**src/rtl/afu_settings.svh**
```systemverilog
`ifndef AFU_SETTINGS_SVH
`define AFU_SETTINGS_SVH

// tag field width on the command and response ports
`define AFU_TAG_BITS 8
`define AFU_TAG_COUNT 16 // tags handed out, low end of the tag space

// wishbone command port
`define AFU_WB_DATA_BITS 32
`define AFU_WB_ADDR_BITS 4

`endif

```
**src/rtl/capi_pkg.sv**
```systemverilog
`include "afu_settings.svh"

package capi_pkg;

  // response codes returned by the link
  typedef enum logic [7:0] {
    DONE    = 8'h00,
    AERROR  = 8'h01,
    DERROR  = 8'h03,
    FAULT   = 8'h05,
    FAILED  = 8'h07,
    FLUSHED = 8'h0a,
    PAGED   = 8'h0b
  } response_code_t;

  typedef struct packed {
    logic                     valid;
    logic [`AFU_TAG_BITS-1:0] tag;
    logic                     tag_parity; // odd parity over tag
    response_code_t           response;
  } ResponseInterface;

  // bit that makes tag plus parity hold an odd number of ones
  function automatic logic odd_parity_of(input logic [`AFU_TAG_BITS-1:0] tag);
    return ~(^tag);
  endfunction

  // one-hot error field, aerror first and paged last
  function automatic logic [0:5] cmd_response_error_type(input response_code_t code);
    logic [0:5] err;
    err = 6'b000000;
    case (code)
      AERROR  : err[0] = 1'b1;
      DERROR  : err[1] = 1'b1;
      FAULT   : err[2] = 1'b1;
      FAILED  : err[3] = 1'b1;
      FLUSHED : err[4] = 1'b1;
      PAGED   : err[5] = 1'b1;
      default : err = 6'b000000; // done and anything unknown
    endcase
    return err;
  endfunction

endpackage

```
**src/rtl/afu_pkg.sv**
```systemverilog
`include "afu_settings.svh"

package afu_pkg;
  import capi_pkg::*;

  typedef enum logic [2:0] {
    CMD_INVALID = 3'd0,
    CMD_READ    = 3'd1,
    CMD_WRITE   = 3'd2,
    CMD_WED     = 3'd3,
    CMD_RESTART = 3'd4
  } command_type_t;

  // what the tag table keeps per outstanding tag
  typedef struct packed {
    command_type_t            cmd_type;
    logic [`AFU_TAG_BITS-1:0] tag;
    logic [15:0]              address;
  } CommandTagLine;

  typedef struct packed {
    logic          valid;
    CommandTagLine cmd;
  } CommandInterface;

  typedef struct packed {
    logic           valid;
    CommandTagLine  cmd;      // line stored at issue time
    response_code_t response;
  } ResponseControlLine;

  typedef struct packed {
    logic               read_response;
    logic               write_response;
    logic               wed_response;
    logic               restart_response;
    ResponseControlLine response;
  } ResponseControlInterfaceOut;

endpackage

```
**src/rtl/afu_response_top.sv**
```systemverilog
`timescale 1ns/10ps
`include "afu_settings.svh"

module afu_response_top
  import capi_pkg::*;
  import afu_pkg::*;
(
  input  logic                           clock,
  input  logic                           rstn,
  input  logic                           enabled_in,
  // wishbone command port
  input  logic                           wb_cyc,
  input  logic                           wb_stb,
  input  logic                           wb_we,
  input  logic [`AFU_WB_ADDR_BITS-1:0]   wb_adr,
  input  logic [`AFU_WB_DATA_BITS-1:0]   wb_dat_w,
  input  logic [`AFU_WB_DATA_BITS/8-1:0] wb_sel,
  output logic                           wb_ack,
  output logic [`AFU_WB_DATA_BITS-1:0]   wb_dat_r,
  output CommandInterface                cmd_out,
  // link response side
  input  ResponseInterface               response,
  output logic [0:6]                     response_error,
  output ResponseControlInterfaceOut     response_control_out
);

  logic                                free_valid;
  logic [`AFU_TAG_BITS-1:0]            free_tag;
  logic                                alloc;
  CommandTagLine                       alloc_line;
  logic [$clog2(`AFU_TAG_COUNT+1)-1:0] outstanding;
  logic [`AFU_TAG_BITS-1:0]            lookup_tag;
  CommandTagLine                       lookup_line;
  logic                                release_valid;
  logic [`AFU_TAG_BITS-1:0]            release_tag;

  command_issue command_issue_inst (
    .clock       (clock),
    .rstn        (rstn),
    .wb_cyc      (wb_cyc),
    .wb_stb      (wb_stb),
    .wb_we       (wb_we),
    .wb_adr      (wb_adr),
    .wb_dat_w    (wb_dat_w),
    .wb_sel      (wb_sel),
    .wb_ack      (wb_ack),
    .wb_dat_r    (wb_dat_r),
    .free_valid  (free_valid),
    .free_tag    (free_tag),
    .alloc       (alloc),
    .alloc_line  (alloc_line),
    .outstanding (outstanding),
    .cmd_out     (cmd_out)
  );

  tag_table tag_table_inst (
    .clock         (clock),
    .rstn          (rstn),
    .alloc         (alloc),
    .alloc_line    (alloc_line),
    .release_valid (release_valid),
    .release_tag   (release_tag),
    .lookup_tag    (lookup_tag),
    .lookup_line   (lookup_line),
    .free_valid    (free_valid),
    .free_tag      (free_tag),
    .outstanding   (outstanding)
  );

  response_control response_control_inst (
    .clock                (clock),
    .rstn                 (rstn),
    .enabled_in           (enabled_in),
    .response             (response),
    .lookup_tag           (lookup_tag),
    .response_tag_id_in   (lookup_line),
    .release_valid        (release_valid),
    .release_tag          (release_tag),
    .response_error       (response_error),
    .response_control_out (response_control_out)
  );

endmodule

```
**src/rtl/command_issue.sv**
```systemverilog
`timescale 1ns/10ps
`include "afu_settings.svh"

module command_issue
  import afu_pkg::*;
(
  input  logic                                 clock,
  input  logic                                 rstn,
  // wishbone classic slave
  input  logic                                 wb_cyc,
  input  logic                                 wb_stb,
  input  logic                                 wb_we,
  input  logic [`AFU_WB_ADDR_BITS-1:0]         wb_adr,
  input  logic [`AFU_WB_DATA_BITS-1:0]         wb_dat_w,
  input  logic [`AFU_WB_DATA_BITS/8-1:0]       wb_sel,
  output logic                                 wb_ack,
  output logic [`AFU_WB_DATA_BITS-1:0]         wb_dat_r,
  // tag allocation
  input  logic                                 free_valid,
  input  logic [`AFU_TAG_BITS-1:0]             free_tag,
  output logic                                 alloc,
  output CommandTagLine                        alloc_line,
  input  logic [$clog2(`AFU_TAG_COUNT+1)-1:0]  outstanding,
  // command port
  output CommandInterface                      cmd_out
);

  typedef enum logic [1:0] {
    IDLE,
    STALL,
    ACK
  } issue_state_t;

  localparam int data_bits = `AFU_WB_DATA_BITS;
  localparam logic [`AFU_WB_ADDR_BITS-1:0] cmd_addr    = 'd0;
  localparam logic [`AFU_WB_ADDR_BITS-1:0] status_addr = 'd1;

  issue_state_t  state;
  command_type_t wr_type;
  logic          request;
  logic          cmd_write;
  logic          status_read;
  logic          accept;
  CommandTagLine next_line;

  assign request = wb_cyc && wb_stb;
  assign wr_type = command_type_t'(wb_dat_w[2:0]);

  // type sits in byte 0, address in bytes 3:2
  assign cmd_write = wb_we && (wb_adr == cmd_addr) && wb_sel[0] && (&wb_sel[3:2]) &&
                     (wr_type inside {CMD_READ, CMD_WRITE, CMD_WED, CMD_RESTART});
  assign status_read = !wb_we && (wb_adr == status_addr);

  // a command write waits here for a free tag
  assign accept = request && (state != ACK) && (!cmd_write || free_valid);

  always_comb begin
    next_line          = '0;
    next_line.cmd_type = wr_type;
    next_line.tag      = free_tag;
    next_line.address  = wb_dat_w[31:16];
  end

  ////////////////////////////////////////
  // wishbone cycle decode
  ////////////////////////////////////////

  always_ff @(posedge clock or negedge rstn) begin
    if (!rstn) begin
      state    <= IDLE;
      wb_ack   <= 1'b0;
      wb_dat_r <= '0;
      cmd_out  <= '0;
    end else begin
      wb_ack        <= accept;
      cmd_out.valid <= accept && cmd_write;
      if (accept) begin
        cmd_out.cmd <= next_line;
        wb_dat_r    <= status_read ? data_bits'(outstanding) : '0;
      end
      case (state)
        IDLE, STALL : begin
          if (!request) begin
            state <= IDLE; // also covers an abandoned stall
          end else if (accept) begin
            state <= ACK;
          end else begin
            state <= STALL;
          end
        end
        ACK     : state <= IDLE;
        default : state <= IDLE;
      endcase
    end
  end

  // table takes the tag in the ack cycle
  assign alloc      = cmd_out.valid;
  assign alloc_line = cmd_out.cmd;

  ack_needs_request: assert property (@(posedge clock) disable iff (!rstn)
    wb_ack |-> (wb_cyc && wb_stb));

endmodule

```
**src/rtl/response_control.sv**
```systemverilog
`timescale 1ns/10ps
`include "afu_settings.svh"

module response_control
  import capi_pkg::*;
  import afu_pkg::*;
(
  input  logic                        clock,
  input  logic                        rstn,
  input  logic                        enabled_in,
  input  ResponseInterface            response,
  output logic [`AFU_TAG_BITS-1:0]    lookup_tag,
  input  CommandTagLine               response_tag_id_in,
  output logic                        release_valid,
  output logic [`AFU_TAG_BITS-1:0]    release_tag,
  output logic [0:6]                  response_error,
  output ResponseControlInterfaceOut  response_control_out
);

  logic             enabled;
  ResponseInterface response_in;
  logic             tag_parity_error;
  logic [0:5]       cmd_response_error;
  logic [0:6]       detected_errors;
  logic [3:0]       route_flags;

  always_ff @(posedge clock or negedge rstn) begin
    if (!rstn) begin
      enabled <= 1'b0;
    end else begin
      enabled <= enabled_in;
    end
  end

  ////////////////////////////////////////
  // response latch
  ////////////////////////////////////////

  always_ff @(posedge clock or negedge rstn) begin
    if (!rstn) begin
      response_in <= '0;
    end else begin
      if (enabled && response.valid) begin
        response_in <= response;
      end else begin
        response_in <= '0; // keeps the error stages quiet
      end
    end
  end

  assign lookup_tag = response_in.tag;

  // free the tag on the edge that routes its response
  assign release_valid = response_in.valid && (response_tag_id_in.cmd_type != CMD_INVALID);
  assign release_tag   = response_in.tag;

  ////////////////////////////////////////
  // routing by command type
  ////////////////////////////////////////

  always_ff @(posedge clock or negedge rstn) begin
    if (!rstn) begin
      response_control_out <= '0;
    end else begin
      response_control_out <= '0;
      if (response_in.valid) begin
        case (response_tag_id_in.cmd_type)
          CMD_READ    : response_control_out.read_response    <= 1'b1;
          CMD_WRITE   : response_control_out.write_response   <= 1'b1;
          CMD_WED     : response_control_out.wed_response     <= 1'b1;
          CMD_RESTART : response_control_out.restart_response <= 1'b1;
          default     : ; // tag not outstanding, echo only
        endcase
        response_control_out.response.valid    <= 1'b1;
        response_control_out.response.cmd      <= response_tag_id_in;
        response_control_out.response.response <= response_in.response;
      end
    end
  end

  ////////////////////////////////////////
  // parity and error pipeline
  ////////////////////////////////////////

  always_ff @(posedge clock or negedge rstn) begin
    if (!rstn) begin
      tag_parity_error   <= 1'b0;
      cmd_response_error <= '0;
      detected_errors    <= '0;
      response_error     <= '0;
    end else begin
      tag_parity_error   <= response_in.valid &&
                            (odd_parity_of(response_in.tag) != response_in.tag_parity);
      cmd_response_error <= cmd_response_error_type(response_in.response);
      detected_errors    <= {tag_parity_error, cmd_response_error};
      response_error     <= detected_errors; // parity in bit 0
    end
  end

  assign route_flags = {response_control_out.read_response,
                        response_control_out.write_response,
                        response_control_out.wed_response,
                        response_control_out.restart_response};

  // a raised flag is single and carries the line of the answered tag
  one_route_per_response: assert property (@(posedge clock) disable iff (!rstn)
    (|route_flags) |-> ($onehot(route_flags) &&
                        (response_control_out.response.cmd.tag == $past(response_in.tag))));

endmodule

```
**src/rtl/tag_table.sv**
```systemverilog
`timescale 1ns/10ps
`include "afu_settings.svh"

module tag_table
  import afu_pkg::*;
(
  input  logic                                 clock,
  input  logic                                 rstn,
  input  logic                                 alloc,
  input  CommandTagLine                        alloc_line,
  input  logic                                 release_valid,
  input  logic [`AFU_TAG_BITS-1:0]             release_tag,
  input  logic [`AFU_TAG_BITS-1:0]             lookup_tag,
  output CommandTagLine                        lookup_line,
  output logic                                 free_valid,
  output logic [`AFU_TAG_BITS-1:0]             free_tag,
  output logic [$clog2(`AFU_TAG_COUNT+1)-1:0]  outstanding
);

  localparam int index_bits = $clog2(`AFU_TAG_COUNT);
  localparam int tag_bits   = `AFU_TAG_BITS;

  logic [`AFU_TAG_COUNT-1:0] busy;
  CommandTagLine             lines [`AFU_TAG_COUNT];
  logic [index_bits-1:0]     alloc_idx;
  logic [index_bits-1:0]     release_idx;
  logic [index_bits-1:0]     lookup_idx;
  logic                      lookup_hit;

  assign alloc_idx   = alloc_line.tag[index_bits-1:0];
  assign release_idx = release_tag[index_bits-1:0];
  assign lookup_idx  = lookup_tag[index_bits-1:0];

  ////////////////////////////////////////
  // busy flags and outstanding count
  ////////////////////////////////////////

  always_ff @(posedge clock or negedge rstn) begin
    if (!rstn) begin
      busy        <= '0;
      outstanding <= '0;
    end else begin
      if (release_valid) busy[release_idx] <= 1'b0;
      if (alloc) busy[alloc_idx] <= 1'b1; // alloc wins on the same tag
      case ({alloc, release_valid})
        2'b10   : outstanding <= outstanding + 1'b1;
        2'b01   : outstanding <= outstanding - 1'b1;
        default : outstanding <= outstanding;
      endcase
    end
  end

  always_ff @(posedge clock) begin
    if (alloc) lines[alloc_idx] <= alloc_line;
  end

  // lowest free tag wins
  always_comb begin
    free_valid = 1'b0;
    free_tag   = '0;
    for (int i = `AFU_TAG_COUNT - 1; i >= 0; i--) begin
      if (!busy[i]) begin
        free_valid = 1'b1;
        free_tag   = tag_bits'(i);
      end
    end
  end

  assign lookup_hit = (lookup_tag < `AFU_TAG_COUNT) && busy[lookup_idx];

  always_comb begin
    lookup_line = lines[lookup_idx];
    if (!lookup_hit) begin
      lookup_line          = '0;
      lookup_line.cmd_type = CMD_INVALID; // stale or unknown tag
      lookup_line.tag      = lookup_tag;
    end
  end

  alloc_on_free: assert property (@(posedge clock) disable iff (!rstn)
    alloc |-> !busy[alloc_idx]);

  release_on_busy: assert property (@(posedge clock) disable iff (!rstn)
    release_valid |-> busy[release_idx]);

endmodule

```
**config.mk**
```make
export PLATFORM = sky130hd
export DESIGN_NAME = afu_response_top
export DESIGN_NICKNAME = d
export VERILOG_FILES = /design/src/rtl/capi_pkg.sv /design/src/rtl/afu_pkg.sv /design/src/rtl/afu_response_top.sv /design/src/rtl/command_issue.sv /design/src/rtl/response_control.sv /design/src/rtl/tag_table.sv
export VERILOG_INCLUDE_DIRS = /design/src /design/src/rtl
export SDC_FILE = /design/constraint.sdc
export NUM_CORES = 1
export LEC_CHECK = 0
export BUFFER_PORTS_ARGS = -buffer_cell sky130_fd_sc_hd__buf_2
export CAP_MARGIN = 10
export CORE_MARGIN = 2
export CORE_UTILIZATION = 25
export CTS_CLUSTER_DIAMETER = 120
export DETAILED_ROUTE_END_ITERATION = 10
export REMOVE_ABC_BUFFERS = 1
export SYNTH_ARGS = -nofsm -noshare
export SYNTH_HDL_FRONTEND = slang
export SYNTH_SLANG_ARGS = --single-unit
```
**constraint.sdc**
```tcl
create_clock -name clock -period 8.2 [get_ports clock]
set_input_delay 0.82 -clock clock [delete_from_list [all_inputs] [get_ports clock]]
set_output_delay 0.82 -clock clock [all_outputs]
set_load 0.03 [all_outputs]
```
## After elaboration in Yosys (flattened, before gate mapping)

Memory sizes are Yosys's and may differ from the RTL's.
Cells that the tools add are included.

| cells by class | value |
|---|---|
| shift operators | 0 |
| bitwise gates (word level) | 4 |
| eq/ne operators | 20 |
| $add $sub $neg | 2 |
| mux-type cells | 60 |
| reductions and logical operators | 26 |
| divide/modulo/power cells | 0 |
| multipliers | 0 |
| $lt $le $gt $ge | 5 |

Operators by type and width:

| kind | number |
|---|---|
| 4-bit two-way mux | 16 |
| 40-bit two-way mux | 1 |
| 16-bit two-way mux | 2 |
| 1-bit two-way mux | 31 |
| 27-bit two-way mux | 1 |
| 18-bit two-way mux | 1 |
| 16-bit AND | 1 |
| 8-bit by 3-bit equality test with 1-bit output, second input constant | 2 |
| 8-bit by 4-bit equality test with 1-bit output, second input constant | 2 |
| 16-bit NOT | 1 |
| 16-bit bitwise OR | 1 |
| 1-bit logical AND | 15 |
| 3-bit by 2-bit equality test with 1-bit output, second input constant | 4 |
| 4-bit by 5-bit less-than comparator with 1-bit output, second input constant | 2 |
| 5-bit case mux with 2 select lines | 1 |
| 1-bit demux with 4-bit select | 2 |
| 8-bit by 1-bit equality test with 1-bit output, second input constant | 1 |
| 8-bit by 2-bit equality test with 1-bit output, second input constant | 1 |
| 4-bit by 1-bit >= comparator with 1-bit output, second input constant | 2 |
| 8-bit by 5-bit less-than comparator with 1-bit output, second input constant | 1 |
| 8-bit parity | 1 |
| 3-bit by 1-bit equality test with 1-bit output, second input constant | 2 |
| 3-bit equality test, second input constant | 2 |
| 2-bit two-way mux | 3 |
| other kinds (19) | 21 |

| storage, ports and cells | value |
|---|---|
| input bits | 64 |
| memories kept | 1 |
| memory bits (read-only) | 0 |
| word-level logic and storage cells | 145 |
| output and inout bits | 108 |
| RAM bits | 432 |
| latch bits | 0 |
| register bits | 164 |

Memories:

| name | words | bits a word | read ports | clocked after memory_dff | wr ports | RTL line | source |
|---|---|---|---|---|---|---|---|
| tag_table_inst.lines | 16 | 27 | 1 | 0 | 1 | tag_table.sv:24 | `` CommandTagLine lines [`AFU_TAG_COUNT]; `` |

## Logic depth before layout (Yosys ltp)

Gate-level depths: netlist of run 1.

| logic depth | value |
|---|---|
| depth after elaboration | 21 |
| gate-level depth with buffers | 19 |
| depth with buffers taken out | 15 |

## Cells and area by module

Synthesis of run 1 repeated with hierarchy kept, for this count alone.

| unflattened totals | value |
|---|---|
| cell total of the unflattened synthesis | 1174 |
| area total of the unflattened synthesis | 22501.6 sq um |

Modules (own cells, without submodules):

| module | sequential area each (sq um) | instances | cells an instance | area an instance (sq um) |
|---|---|---|---|---|
| tag_table | 13497.9 | 1 | 843 | 17898.4 |
| response_control | 2001.9 | 1 | 184 | 2670.1 |
| command_issue | 900.9 | 1 | 147 | 1933.1 |

## Worst setup path after synthesis of run 1

Ideal clock, no wire load.

| path | value |
|---|---|
| path kind | flip-flop to flip-flop |
| start | reg response_control_inst.response_in, in the netlist response_control_inst.lookup_tag[0] |
| end | reg tag_table_inst.outstanding[4] |
| required time | 8.075 ns |
| arrival time | 3.375 ns |
| path slack | 4.700 ns |
| setup time | 0.125 ns |
| buffers on the path | 2 |
| stages on the path, launching flop included | 14 |
| clock period less this slack | 3.500 ns |
| cells stage by stage | dfrtp_1 buf_6 mux4_1 mux4_2 nor3b_4 buf_6 nor2_1 ha_1 ha_1 a21o_1 a21oi_1 xnor2_1 nor2_1 xor2_1 |

| between the ends | value |
|---|---|
| cells in the longest elaborated chain, start to end | 8 |
| elaborated cells between the ends (all ways) | 12 |
| classes of those cells | 1 x order compare; 2 x eq/ne; 4 x mux; 4 x reduce/logical; 1 x memory |

RTL lines:

| what | RTL line | source |
|---|---|---|
| from (decl) | response_control.sv:21 | `ResponseInterface response_in;` |
| from (signal assigned) | response_control.sv:44 | `response_in <= response;` |
| 1-bit binary-select mux with 4-bit select | tag_table.sv:69 | `` assign lookup_hit = (lookup_tag < `AFU_TAG_COUNT) && busy[lookup_idx]; `` |
| 1-bit two-way mux (not written as such) | tag_table.sv:69 |  |
| 1-bit logical AND | tag_table.sv:69 |  |
| 27-bit two-way mux * | tag_table.sv:73 | `if (!lookup_hit) begin` |
| 3-bit nonzero test * | response_control.sv:54 | `assign release_valid = response_in.valid && (response_tag_id_in.cmd_type != CMD_INVALID);` |
| 1-bit logical AND * | response_control.sv:54 |  |
| 2-bit by 1-bit equality test with 1-bit output or 2-bit equality test (tied branches) | tag_table.sv:45 | `case ({alloc, release_valid})` |
| 5-bit case mux with 2 select lines or 2-bit nonzero test (tied branches) | -- |  |
| to (signal assigned) | tag_table.sv:46 | `2'b10 : outstanding <= outstanding + 1'b1;` |
| to (signal assigned) | tag_table.sv:47 | `2'b01 : outstanding <= outstanding - 1'b1;` |
| to (signal assigned) | tag_table.sv:48 | `default : outstanding <= outstanding;` |
| to (decl) | tag_table.sv:17 | `` output logic [$clog2(`AFU_TAG_COUNT+1)-1:0] outstanding `` |

Mark *: on every way between the ends. The rest lies on a longest branch, timed or not. The select of a mux whose other input is x is not followed.
A chain may end at the register's enable or synchronous reset.

## Final worst setup path of run 1

Same ends and word-level chain as after synthesis.

==> key figures, run 1 <==
Yosys
  • Synth Warn #: 0
  • Mapped Cells: 994
  • Fraction of the yosys area taken by sequential cells: 73.8%
  • Mapped Area: 19500 um2
  • Post-synth EDFFs: 368
  • Post-synth top area share: approximately 57%
  • #FFs+latches synth: 501
  • Post-synth top area cell: edfxtp_1
  • Syn avg cell area: between 15 and 20 um2
  • Top_reg_cell synth: edfxtp_1
  • Library cells used by synthesis: 52
  • Area contributors post-synth: edfxtp_1, dfrtp_1, mux4_2
  • Share of synthesized registers carrying an async set or reset: between 20% and 30%

Place
  • Placed cell count: 2138
  • DP HPWL: roughly 26000 um
  • PortBufs: between 100 and 150
  • Global placement routability congestion: 0.794
  • Area after DPL: around 21000 um2

STA
  • Fin crit period: 4700 ps
  • Setup-failing EPs final: 0
  • Final Skew: 24.2 ps
  • Fin. Hold Viols: 0
  • Max_slew headroom: 27.3%
  • Unrepaired setup endpoints after global routing: false
  • Post-route setup TNS: 0 ps
  • Worst-Margin Slew: 1090 ps
  • Max Clock Freq: 213 MHz
  • Max Transition Viols Final: 0
  • Fin crit share: about 57%

Power and ir drop
  • Internal Power: 4.28 mW
  • Comb power frac: 4.7%
  • Clock share of power: 42.7%
  • Leak Pwr: 8.22 nW
  • Pwr dens: 241 nW/um2
  • Worst vdd ir: 0.143 mV
  • Seq pwr share: 52.6%
  • NetSw: 1.27 mW
  • Fraction of power spent switching nets: 22.9%

Layout
  • N_diodes: 0
  • Total Nets Final: roughly 1.2k
  • Area grow syn2layout: 18.4%
  • Fill cells: about 7.6k
  • Ratio of cells with drive above 1 in the final layout: around a third
  • Layout Cells excl Fill: around 2.2k
  • Design area: approximately 23000 um2

Floorplan
  • Std cell rows: 102
  • Die width: 283 um
  • Core area: 77300 um2
  • Die ar.: 80100 um2
  • Die Y: around 280 um
  • Top Ports: 172
  • Initial Util: 25.2%

Flow run
  • Maxcap violations: 0

Global routing
  • Global route total overflow: 0
  • Largest net degree at the start of global routing: 91
  • Vias in the first global route: 10.4k
  • First-pass GRT wire length: 67000 um
  • GRT Overall Usage: 11.1%
  • Initial antenna violation count: 0

Clock tree
  • Clock root cell: clkbuf_16
  • Clock transition at path regs: about 60 ps
  • CTS Buf Count: 53
  • Post-CTS sizing: 0
  • Clk Latency, worst-skew pair: 600 ps
  • CTS max path bufs: 3
  • CTS tree: built
  • Post-CTS setup buffers: 0
  • Hold buffer count at CTS: 0
  • H-Tree Depth: 2
  • Clk sinks: 501

Setup path
  • Critical path arrival: 5220 ps
  • Critical path required time: about 8700 ps
  • CP max FO: 41
  • Crit-path cells: buf_4 -> mux2i_1 -> a22oi_1 -> nand4_1 -> a21o_1 -> buf_4 -> nor2_1 -> ha_1 -> inv_1 -> fa_1 -> inv_1 -> a21o_1 -> a21oi_1 -> xnor2_1 -> nor2_1 -> xor2_1
  • CP bufs+invs: 4
  • Max incr delay on CP: between 900 and 1000 ps
  • Worst setup EP type: flop
  • Worst setup SP type: flop
  • Highest-delay cell along the critical path: dfrtp_4
  • Top delay family on crit path: buffers and inverters
  • Crit path kind: reg -> reg

Drt
  • Routed WL: 44700 um
  • Number of vias per cell: 4.35
  • Vias: 9725
  • Remaining DRCs: 0
  • Routed len/inst: 20.0 um
  • DRT iter0 DRCs: 738
  • DRT antenna net count: 0
  • DR pass1 iterations: 4

Run status
  • Status: finished, final reports clean

Worst hold path
  • Worst min path class: in -> async
[cell usage after synthesis (11+ instances only)]
cell type / n
edfxtp_1: 368
dfrtp_1: 133
mux4_2: 104
buf_4: 33
nand2_1: 30
nor2_1: 26
and3_1: 25
clkbuf_1: 23
inv_1: 21
mux2_2: 20
nor2b_1: 20
buf_2: 16
o32a_2: 15
ha_1: 14
o211ai_1: 13
o21ai_0: 13
nand3_1: 11
[layout by cell type (no fill, tap or decap), drive strengths merged, types with 14 or more instances in the layout]
cell type and count:
ha 14, dfrtp 133, mux2 20, clkinv 19
clkbuf 66, mux4 113, and3 25, nand2 30
inv 26, o32a 16, edfxtp 368, conb 31
nor2b 20, nor2 26, buf 151
[through the flow]
stage	power (mW)	utilization [%]	hold WS [ps]	setup slack, ps
after floorplan	3.11	-	331	1270
after global placement	3.23	27.6	333	3540
after detailed placement	3.24	27.6	338	3480
after CTS	5.62	29.8	290	3420
after global routing	5.75	29.8	295	3060
final	5.55	29.8	284	3500
[cell type report]
| type | instances | area (um2) | share of cell area (%) |
|---|---|---|---|
| inverters | 21 | 78.8 | 0.342 |
| multi-input cells | 425 | 4740 | 20.6 |
| well taps | 1040 | 1300 | 5.64 |
| repair buffers | 151 | 825 | 3.58 |
| flip-flops and latches | 501 | 14400 | 62.4 |
| clock buffers | 66 | 1460 | 6.32 |
| clock inverters | 30 | 270 | 1.17 |
[metal layers]
layer / wire length (um) / global-route usage [%] / share of wire, %
met2: 23900 / 20.2 / 53
met4: 1120 / 3.65 / 2.5
met5: 0 / 0 / 0
met3: 1900 / 2.05 / 4.2
met1: 17800 / 13.0 / 40
[flip-flops by register name, indices dropped and copies added (netlist names), 7 cells and up]
signal,count
tag_table_inst.busy,16
response_control_inst.detected_errors,7
tag_table_inst.lines,368
response_control_inst.lookup_tag,8
response_control_inst.response_control_out,40
response_control_inst.response_error,7
response_control_inst.response_in,10
command_issue_inst.alloc_line,23
[path summary, 6_finish.rpt]
check / start / endpoint / slack [ps] / cells after the start
max: response_control_inst.lookup_tag[0] / tag_table_inst.outstanding[4] / 3500 / 16
min: rstn / response_control_inst.response_error[4] / 280 / 1
max reg2reg: response_control_inst.lookup_tag[0] / tag_table_inst.outstanding[4] / 3500 / 16
min reg2reg: response_control_inst.detected_errors[3] / response_control_inst.response_error[3] / 350 / 0
max in group asynchronous: rstn / command_issue_inst.alloc_line[9] / 6690 / 2
min in group clock: enabled_in / response_control_inst.enabled / 330 / 1
[power by group through the flow]
stage | registers (mW) | logic, mW | clock network, mW
finish | 2.92 | 0.260 | 2.37
global route | 2.93 | 0.282 | 2.53
CTS | 2.92 | 0.266 | 2.43
detailed placement | 2.98 | 0.265 | 0
global placement | 2.97 | 0.262 | 0
floorplan | 2.98 | 0.133 | 0
[kinds of logic (layout without fill, tap and decap cells)]
family / Yosys count / count (layout) / synth area share [%]
compound gates: 68 / 68 / 2.72
buf+inv: 98 / 268 / 2.74
fa+ha+maj: 15 / 15 / 1.00
other cells: 1 / 31 / 0.0193
xor+xnor: 9 / 9 / 0.405
simple gates: 163 / 163 / 4.57
mux: 139 / 139 / 14.7
flops: 501 / 501 / 73.8
(Power assumes the default switching activity.)
==> run 2, diff against run 1 <==
--- a/config.mk
+++ b/config.mk
@@ -6,6 +6,7 @@
 export SDC_FILE = /design/constraint.sdc
 export NUM_CORES = 1
 export LEC_CHECK = 0
+export ABC_AREA = 1
 export BUFFER_PORTS_ARGS = -buffer_cell sky130_fd_sc_hd__buf_2
 export CAP_MARGIN = 10
 export CORE_MARGIN = 2
==> constraint.sdc (replaced) <==
create_clock -name clock -period 4.7 [get_ports clock]
set_input_delay 0.47 -clock clock [delete_from_list [all_inputs] [get_ports clock]]
set_output_delay 0.47 -clock clock [all_outputs]
set_load 0.03 [all_outputs]
==> key figures, run 2 <==
Floorplan
  • Core area: 80500 um2 (+4.1%)
  • Top Ports: 172 (unchanged)
  • Initial Util: 25.2% (+0.050 points)
  • Std cell rows: 104 (+2.0%)
  • Die ar.: 83600 um2 (+4.3%)
  • Die width: 289 um (+2.1%)
  • Die Y: 289 um (+2.1%)

Layout
  • Total Nets Final: 1865 (+51%)
  • Area occupied by multi-input gates: 4980 um2 (+5.1%)
  • N_diodes: 0 (unchanged)
  • Register Area: 14400 um2 (about the same)
  • Area grow syn2layout: 17.1%
  • Number of flip-flops in the largest register: 368 (unchanged)
  • Layout Cells excl Fill: 2892 (+29%)
  • Most frequent cells in the layout: nand2_1, edfxtp_1, nand3_1
  • Fill cells: 8138 (+7.5%)
  • Most flops, register: tag_table_inst.lines
  • Ratio of cells with drive above 1 in the final layout: 17.2% (-16 points)
  • Commonest non-fill, non-tap cell in the layout: nand2_1

Drt
  • Number of vias per cell: 4.65 (+6.8%)
  • Routed len/inst: 19.1 um (-4.7%)
  • DRT antenna net count: 0 (unchanged)
  • DRT iter0 DRCs: 1330 (+80%)
  • Remaining DRCs: 0 (unchanged)
  • DR pass1 iterations: 7 (+3)
  • Vias: 13.4k (+38%)
  • Routed WL: 55200 um (+23%)

STA
  • Fin crit period: 3660 ps (-1050 ps)
  • Fin. Hold Viols: 0 (unchanged)
  • Worst-Margin Slew: 988 ps (-100 ps)
  • Setup ws final: 1040 ps (-2450 ps)
  • Final Skew: 21.9 ps (-2.34 ps)
  • Fin crit share: 77.8% (+20 points)
  • Post-route setup TNS: 0 ps (unchanged)
  • Unrepaired setup endpoints after global routing: false
  • Max Clock Freq: 273 MHz (+29%)
  • Max_slew headroom: 34.0% (+6.7 points)
  • Setup-failing EPs final: 0 (unchanged)
  • Max Transition Viols Final: 0 (unchanged)
  • Fin Hold WS: 46.3 ps (-238 ps)

Worst hold path
  • Worst min path class: in -> reg
  • Worst Hold Depth: 3

Power and ir drop
  • Pwr dens: 415 nW/um2 (+73%)
  • Worst vdd ir: 0.242 mV (+70%)
  • Leak Pwr: 9.28 nW (+13%)

Clock tree
  • Clock root cell: clkbuf_16
  • Post-CTS sizing: 0 (unchanged)
  • Clk sinks: 501 (unchanged)
  • CTS tree: built
  • Post-CTS setup buffers: 0 (unchanged)
  • Clock transition at path regs: 60 ps (about the same)
  • CTS max path bufs: 3 (unchanged)
  • CTS Buf Count: 57 (+7.5%)
  • Clk Latency, worst-skew pair: 620 ps (+20 ps)
  • Hold buffer count at CTS: 2 (+2)
  • H-Tree Depth: 2 (unchanged)

Global routing
  • Global route total overflow: 0 (unchanged)
  • GRT Overall Usage: 13.0% (+2.0 points)
  • First-pass GRT wire length: 82200 um (+23%)
  • Largest net degree at the start of global routing: 133 (+46%)
  • Initial antenna violation count: 1 (+1)
  • Vias in the first global route: 13.3k (+28%)

Place
  • Pre-CTS WS: 1080 ps (-2400 ps)
  • Global placement routability congestion: 0.804 (+1.3%)
  • Placed cell count: 2785 (+30%)
  • PortBufs: 126 (unchanged)
  • DP HPWL: 30800 um (+18%)

Setup path
  • Worst setup EP type: flop
  • Highest-delay cell along the critical path: buf_12
  • Worst reg2reg path depth: 20 (+4)
  • Crit path kind: reg -> reg
  • Critical path arrival: 4190 ps (-1030 ps)
  • Worst setup SP type: flop
  • CP max FO: 132 (+220%)
  • Critical path required time: 5230 ps (-3480 ps)
  • Crit-path cells: buf_12 -> nor2_2 -> nor2_2 -> o21ai_1 -> o211ai_1 -> nand3_1 -> nand2_2 -> inv_2 -> nor2_4 -> nand2_4 -> nand2_8 -> ha_1 -> inv_1 -> fa_1 -> nor2_1 -> a211oi_1 -> nand2_1 -> nand2_1 -> nor2_1 -> xor2_1
  • Max incr delay on CP: 450 ps (-510 ps)

Flow run
  • Maxcap violations: 0 (unchanged)

Yosys
  • Share of synthesized registers carrying an async set or reset: 26.5% (unchanged)
  • Fraction of the yosys area taken by sequential cells: 70.8% (-3.1 points)
  • Library cells used by synthesis: 44 (-15%)
  • Area contributors post-synth: edfxtp_1, dfrtp_1, nand2_1
  • Most common cell in the netlist: nand2_1
  • Post-synth top area share: 54.4% (-2.4 points)
  • Synth Warn #: 0 (unchanged)
  • Post-synth EDFFs: 368 (unchanged)
  • Mapped Area: 20300 um2 (+4.4%)
  • Syn avg cell area: 12.3 um2 (-37%)
  • Post-synth top area cell: edfxtp_1
  • #FFs+latches synth: 501 (unchanged)
  • Top_reg_cell synth: edfxtp_1
  • Most frequent cells after synthesis: nand2_1, edfxtp_1, nand3_1
  • Mapped Cells: 1658 (+67%)

Run status
  • Status: finished, final reports clean
[run 2: worst max-delay path, delay by kind of cell, from the launching register on]
family / cells / cell delay [ps]
AND/OR/NAND/NOR: 11 / 1320
adder cells (fa/ha/maj): 2 / 670
buffers and inverters: 3 / 620
flip-flops: 1 / 440
AO/OA/AOI/OAI: 3 / 250
XOR/XNOR: 1 / 170
[run 2: cell type report]
| cell class | count | area share [%] |
|---|---|---|
| clock buffer | 70 | 6.37 |
| inverter | 95 | 1.51 |
| timing repair buffer | 165 | 3.98 |
| tap | 1060 | 5.57 |
| multi-input combinational | 966 | 20.9 |
| clock inverter | 35 | 1.16 |
| sequential | 501 | 60.5 |
[run 2: metal layers]
metal	part of all wire (%)	global-route usage, %
met5	0	0
met3	7.6	2.72
met4	2.6	4.28
met1	42	17.2
met2	47	21.3
[run 2: final timing paths]
path / startpoint / endpoint / slack (ps)
worst min-delay path: wb_dat_w[18] / command_issue_inst.alloc_line[2] / 50
worst min register to register: response_control_inst.detected_errors[1] / response_control_inst.response_error[1] / 340
worst max-delay path: response_control_inst.lookup_tag[0] / tag_table_inst.outstanding[4] / 1040
max in group asynchronous: rstn / response_control_inst.response_in[17] / 3230
worst max register to register: response_control_inst.lookup_tag[0] / tag_table_inst.outstanding[4] / 1040
min in group asynchronous: rstn / response_control_inst.response_control_out[22] / 390
[run 2: cell families after synthesis]
family | share of synthesized area [%]
simple gates | 13.9
flops | 70.8
compound gates | 8.65
buf+inv | 5.51
fa+ha+maj | 0.960
xor+xnor | 0.259
other cells | 0.0185
[run 2: power by group]
group / internal (mW) / switching (mW)
registers: 4.90 / 0.153
clock network: 2.42 / 1.82
logic: 0.165 / 0.419
total: 7.48 / 2.40
[run 2: stage by stage]
step                      util (%)  total power, mW  cell area (um2)
after global routing          29.5             10.3            23800
after global placement        27.3             5.71            22000
final                         29.5             9.88            23800
after detailed placement      27.3             5.74            22000
after CTS                     29.5             10.0            23800
after floorplan                  -             5.46            19700
==> run 3, diff against run 2 <==
==> constraint.sdc (replaced) <==
create_clock -name clock -period 3.8 [get_ports clock]
set_input_delay 0.38 -clock clock [delete_from_list [all_inputs] [get_ports clock]]
set_output_delay 0.38 -clock clock [all_outputs]
set_load 0.03 [all_outputs]
==> key figures, run 3 (synthesis gave the netlist of run 2 again) <==
Run status
  • Status: finished, final reports clean

Drt
  • DR pass1 iterations: 6 (-1)
  • Number of vias per cell: 4.59 (-1.2%)
  • DRT iter0 DRCs: 1270 (-4.5%)
  • DRT antenna net count: 0 (unchanged)
  • Routed WL: 54800 um (-0.69%)
  • Vias: 13.5k (+0.22%)
  • Routed len/inst: 18.7 um (-2.1%)
  • Remaining DRCs: 0 (unchanged)

STA
  • Setup-failing EPs final: 0 (unchanged)
  • Fin. Hold Viols: 0 (unchanged)
  • Unrepaired setup endpoints after global routing: false
  • Fin crit share: 90.8% (+13 points)
  • Worst-Margin Slew: 1030 ps (+40.6 ps)
  • Max_slew headroom: 31.4% (-2.6 points)
  • Fin crit period: 3450 ps (-208 ps)
  • Max Transition Viols Final: 0 (unchanged)
  • Max Clock Freq: 290 MHz (+6.0%)
  • Final Skew: 18.9 ps (-2.94 ps)

Clock tree
  • CTS Buf Count: 57 (unchanged)
  • CTS max path bufs: 3 (unchanged)
  • CTS tree: built
  • Clk Latency, worst-skew pair: 610 ps (about the same)
  • H-Tree Depth: 2 (unchanged)
  • Clk sinks: 501 (unchanged)
  • Clock transition at path regs: 60 ps (about the same)
  • Clock root cell: clkbuf_16
  • Post-CTS sizing: 0 (unchanged)

Power and ir drop
  • Post-layout power: 12.4 mW (+26%)
  • Pwr dens: 512 nW/um2 (+23%)
  • Worst vdd ir: 0.313 mV (+29%)
  • Leak Pwr: 9.49 nW (+2.3%)

Place
  • Area after DPL: 22100 um2 (+0.43%)
  • Global placement routability congestion: 0.829 (+3.1%)
  • DP HPWL: 31100 um (+0.72%)
  • PortBufs: 126 (unchanged)

Global routing
  • First-pass GRT wire length: 81300 um (-1.1%)
  • Global route total overflow: 0 (unchanged)
  • Largest net degree at the start of global routing: 95 (-29%)
  • Initial antenna violation count: 1 (unchanged)
  • GRT Overall Usage: 12.9% (-0.15 points)
  • Vias in the first global route: 13.3k (+0.083%)

Layout
  • Area grow syn2layout: 19.6%
  • Design area: 24300 um2 (+2.2%)
  • Number of flip-flops in the largest register: 368 (unchanged)
  • Total Nets Final: 1904 (+2.1%)
  • Most frequent cells in the layout: nand2_1, edfxtp_1, nand3_1
  • Ratio of cells with drive above 1 in the final layout: 17.2% (about the same)
  • Final Core Density: 30.2% (+0.64 points)
  • Most flops, register: tag_table_inst.lines
  • Commonest non-fill, non-tap cell in the layout: nand2_1

Floorplan
  • Die ar.: 83600 um2 (unchanged)
  • Die width: 289 um (unchanged)
  • Core area: 80500 um2 (unchanged)
  • Initial Util: 25.2% (unchanged)
  • Std cell rows: 104 (unchanged)
  • Die Y: 289 um (unchanged)
  • Top Ports: 172 (unchanged)

Setup path
  • CP max FO: 19 (-86%)
  • Worst setup SP type: flop
  • Critical path required time: 4320 ps (-910 ps)
  • Crit path kind: reg -> reg
  • Worst setup EP type: flop
  • Critical path arrival: 3970 ps (-220 ps)

Worst hold path
  • Worst min path class: in -> reg

Flow run
  • Maxcap violations: 0 (unchanged)
[run 3: metal layers]
metal	routed length [um]	up-vias	track usage [%]
met5	20	-	0
met4	1350	2	4.27
met3	4140	86	2.83
met2	25700	541	20.6
met1	23600	6709	17.3
li1	-	6138	-
[run 3: per-stage QoR]
stage,worst slack [ps],cells,hold WS (ps),TNS (ps)
after floorplan,-4820,1562,84.4,-185440
after global placement,362,2791,332,0
after detailed placement,357,2791,335,0
after CTS,335,2933,2.77,0
after global routing,46.8,2933,43.8,0
final,350,2934,34.0,0
[run 3: area by class of cell]
class,count,area (um2)
sequential,501,14400
multi-input combinational,966,4980
fill,8047,56200
antenna,1,2.50
clock buffer,71,1590
clock inverter,36,294
timing repair buffer,204,1370
tap,1060,1330
inverter,95,360
[run 3: worst paths after layout]
path / start / slack (ps) / endpoint / cells past startpoint
worst min register to register: response_control_inst.detected_errors[2] / 350 / response_control_inst.response_error[2] / 0
max in group asynchronous: rstn / 2560 / response_control_inst.enabled / 3
min in group asynchronous: rstn / 360 / response_control_inst.response_control_out[35] / 2
worst max-delay path: response_control_inst.lookup_tag[2] / 350 / tag_table_inst.outstanding[4] / 17
worst min-delay path: response[11] / 30 / response_control_inst.lookup_tag[2] / 3
worst max register to register: response_control_inst.lookup_tag[2] / 350 / tag_table_inst.outstanding[4] / 17
[run 3: critical path, cell delays in order (launching register included)]
cell and delay [ps]:
dfrtp_2 540, clkinv_1 450, o211ai_1 250, nand3_1 110
nand2_2 120, inv_2 60, nor2_4 110, nand2_4 170
nand2_8 210, ha_1 250, inv_1 110, fa_1 400
nor2_1 120, a211oi_1 70, nand2_1 70, nand2_1 50
nor2_1 110, xor2_1 150
[run 3: power by group]
group | switching [mW] | internal, mW
combinational | 0.519 | 0.230
clock | 2.26 | 3.18
sequential | 0.190 | 6.06
[run 3: what timing repair did]
item                                   CTS  global route
hold buffers                            35             0
endpoints found under the hold margin  106             0
setup endpoints to repair                0             0
setup buffers                            0             0
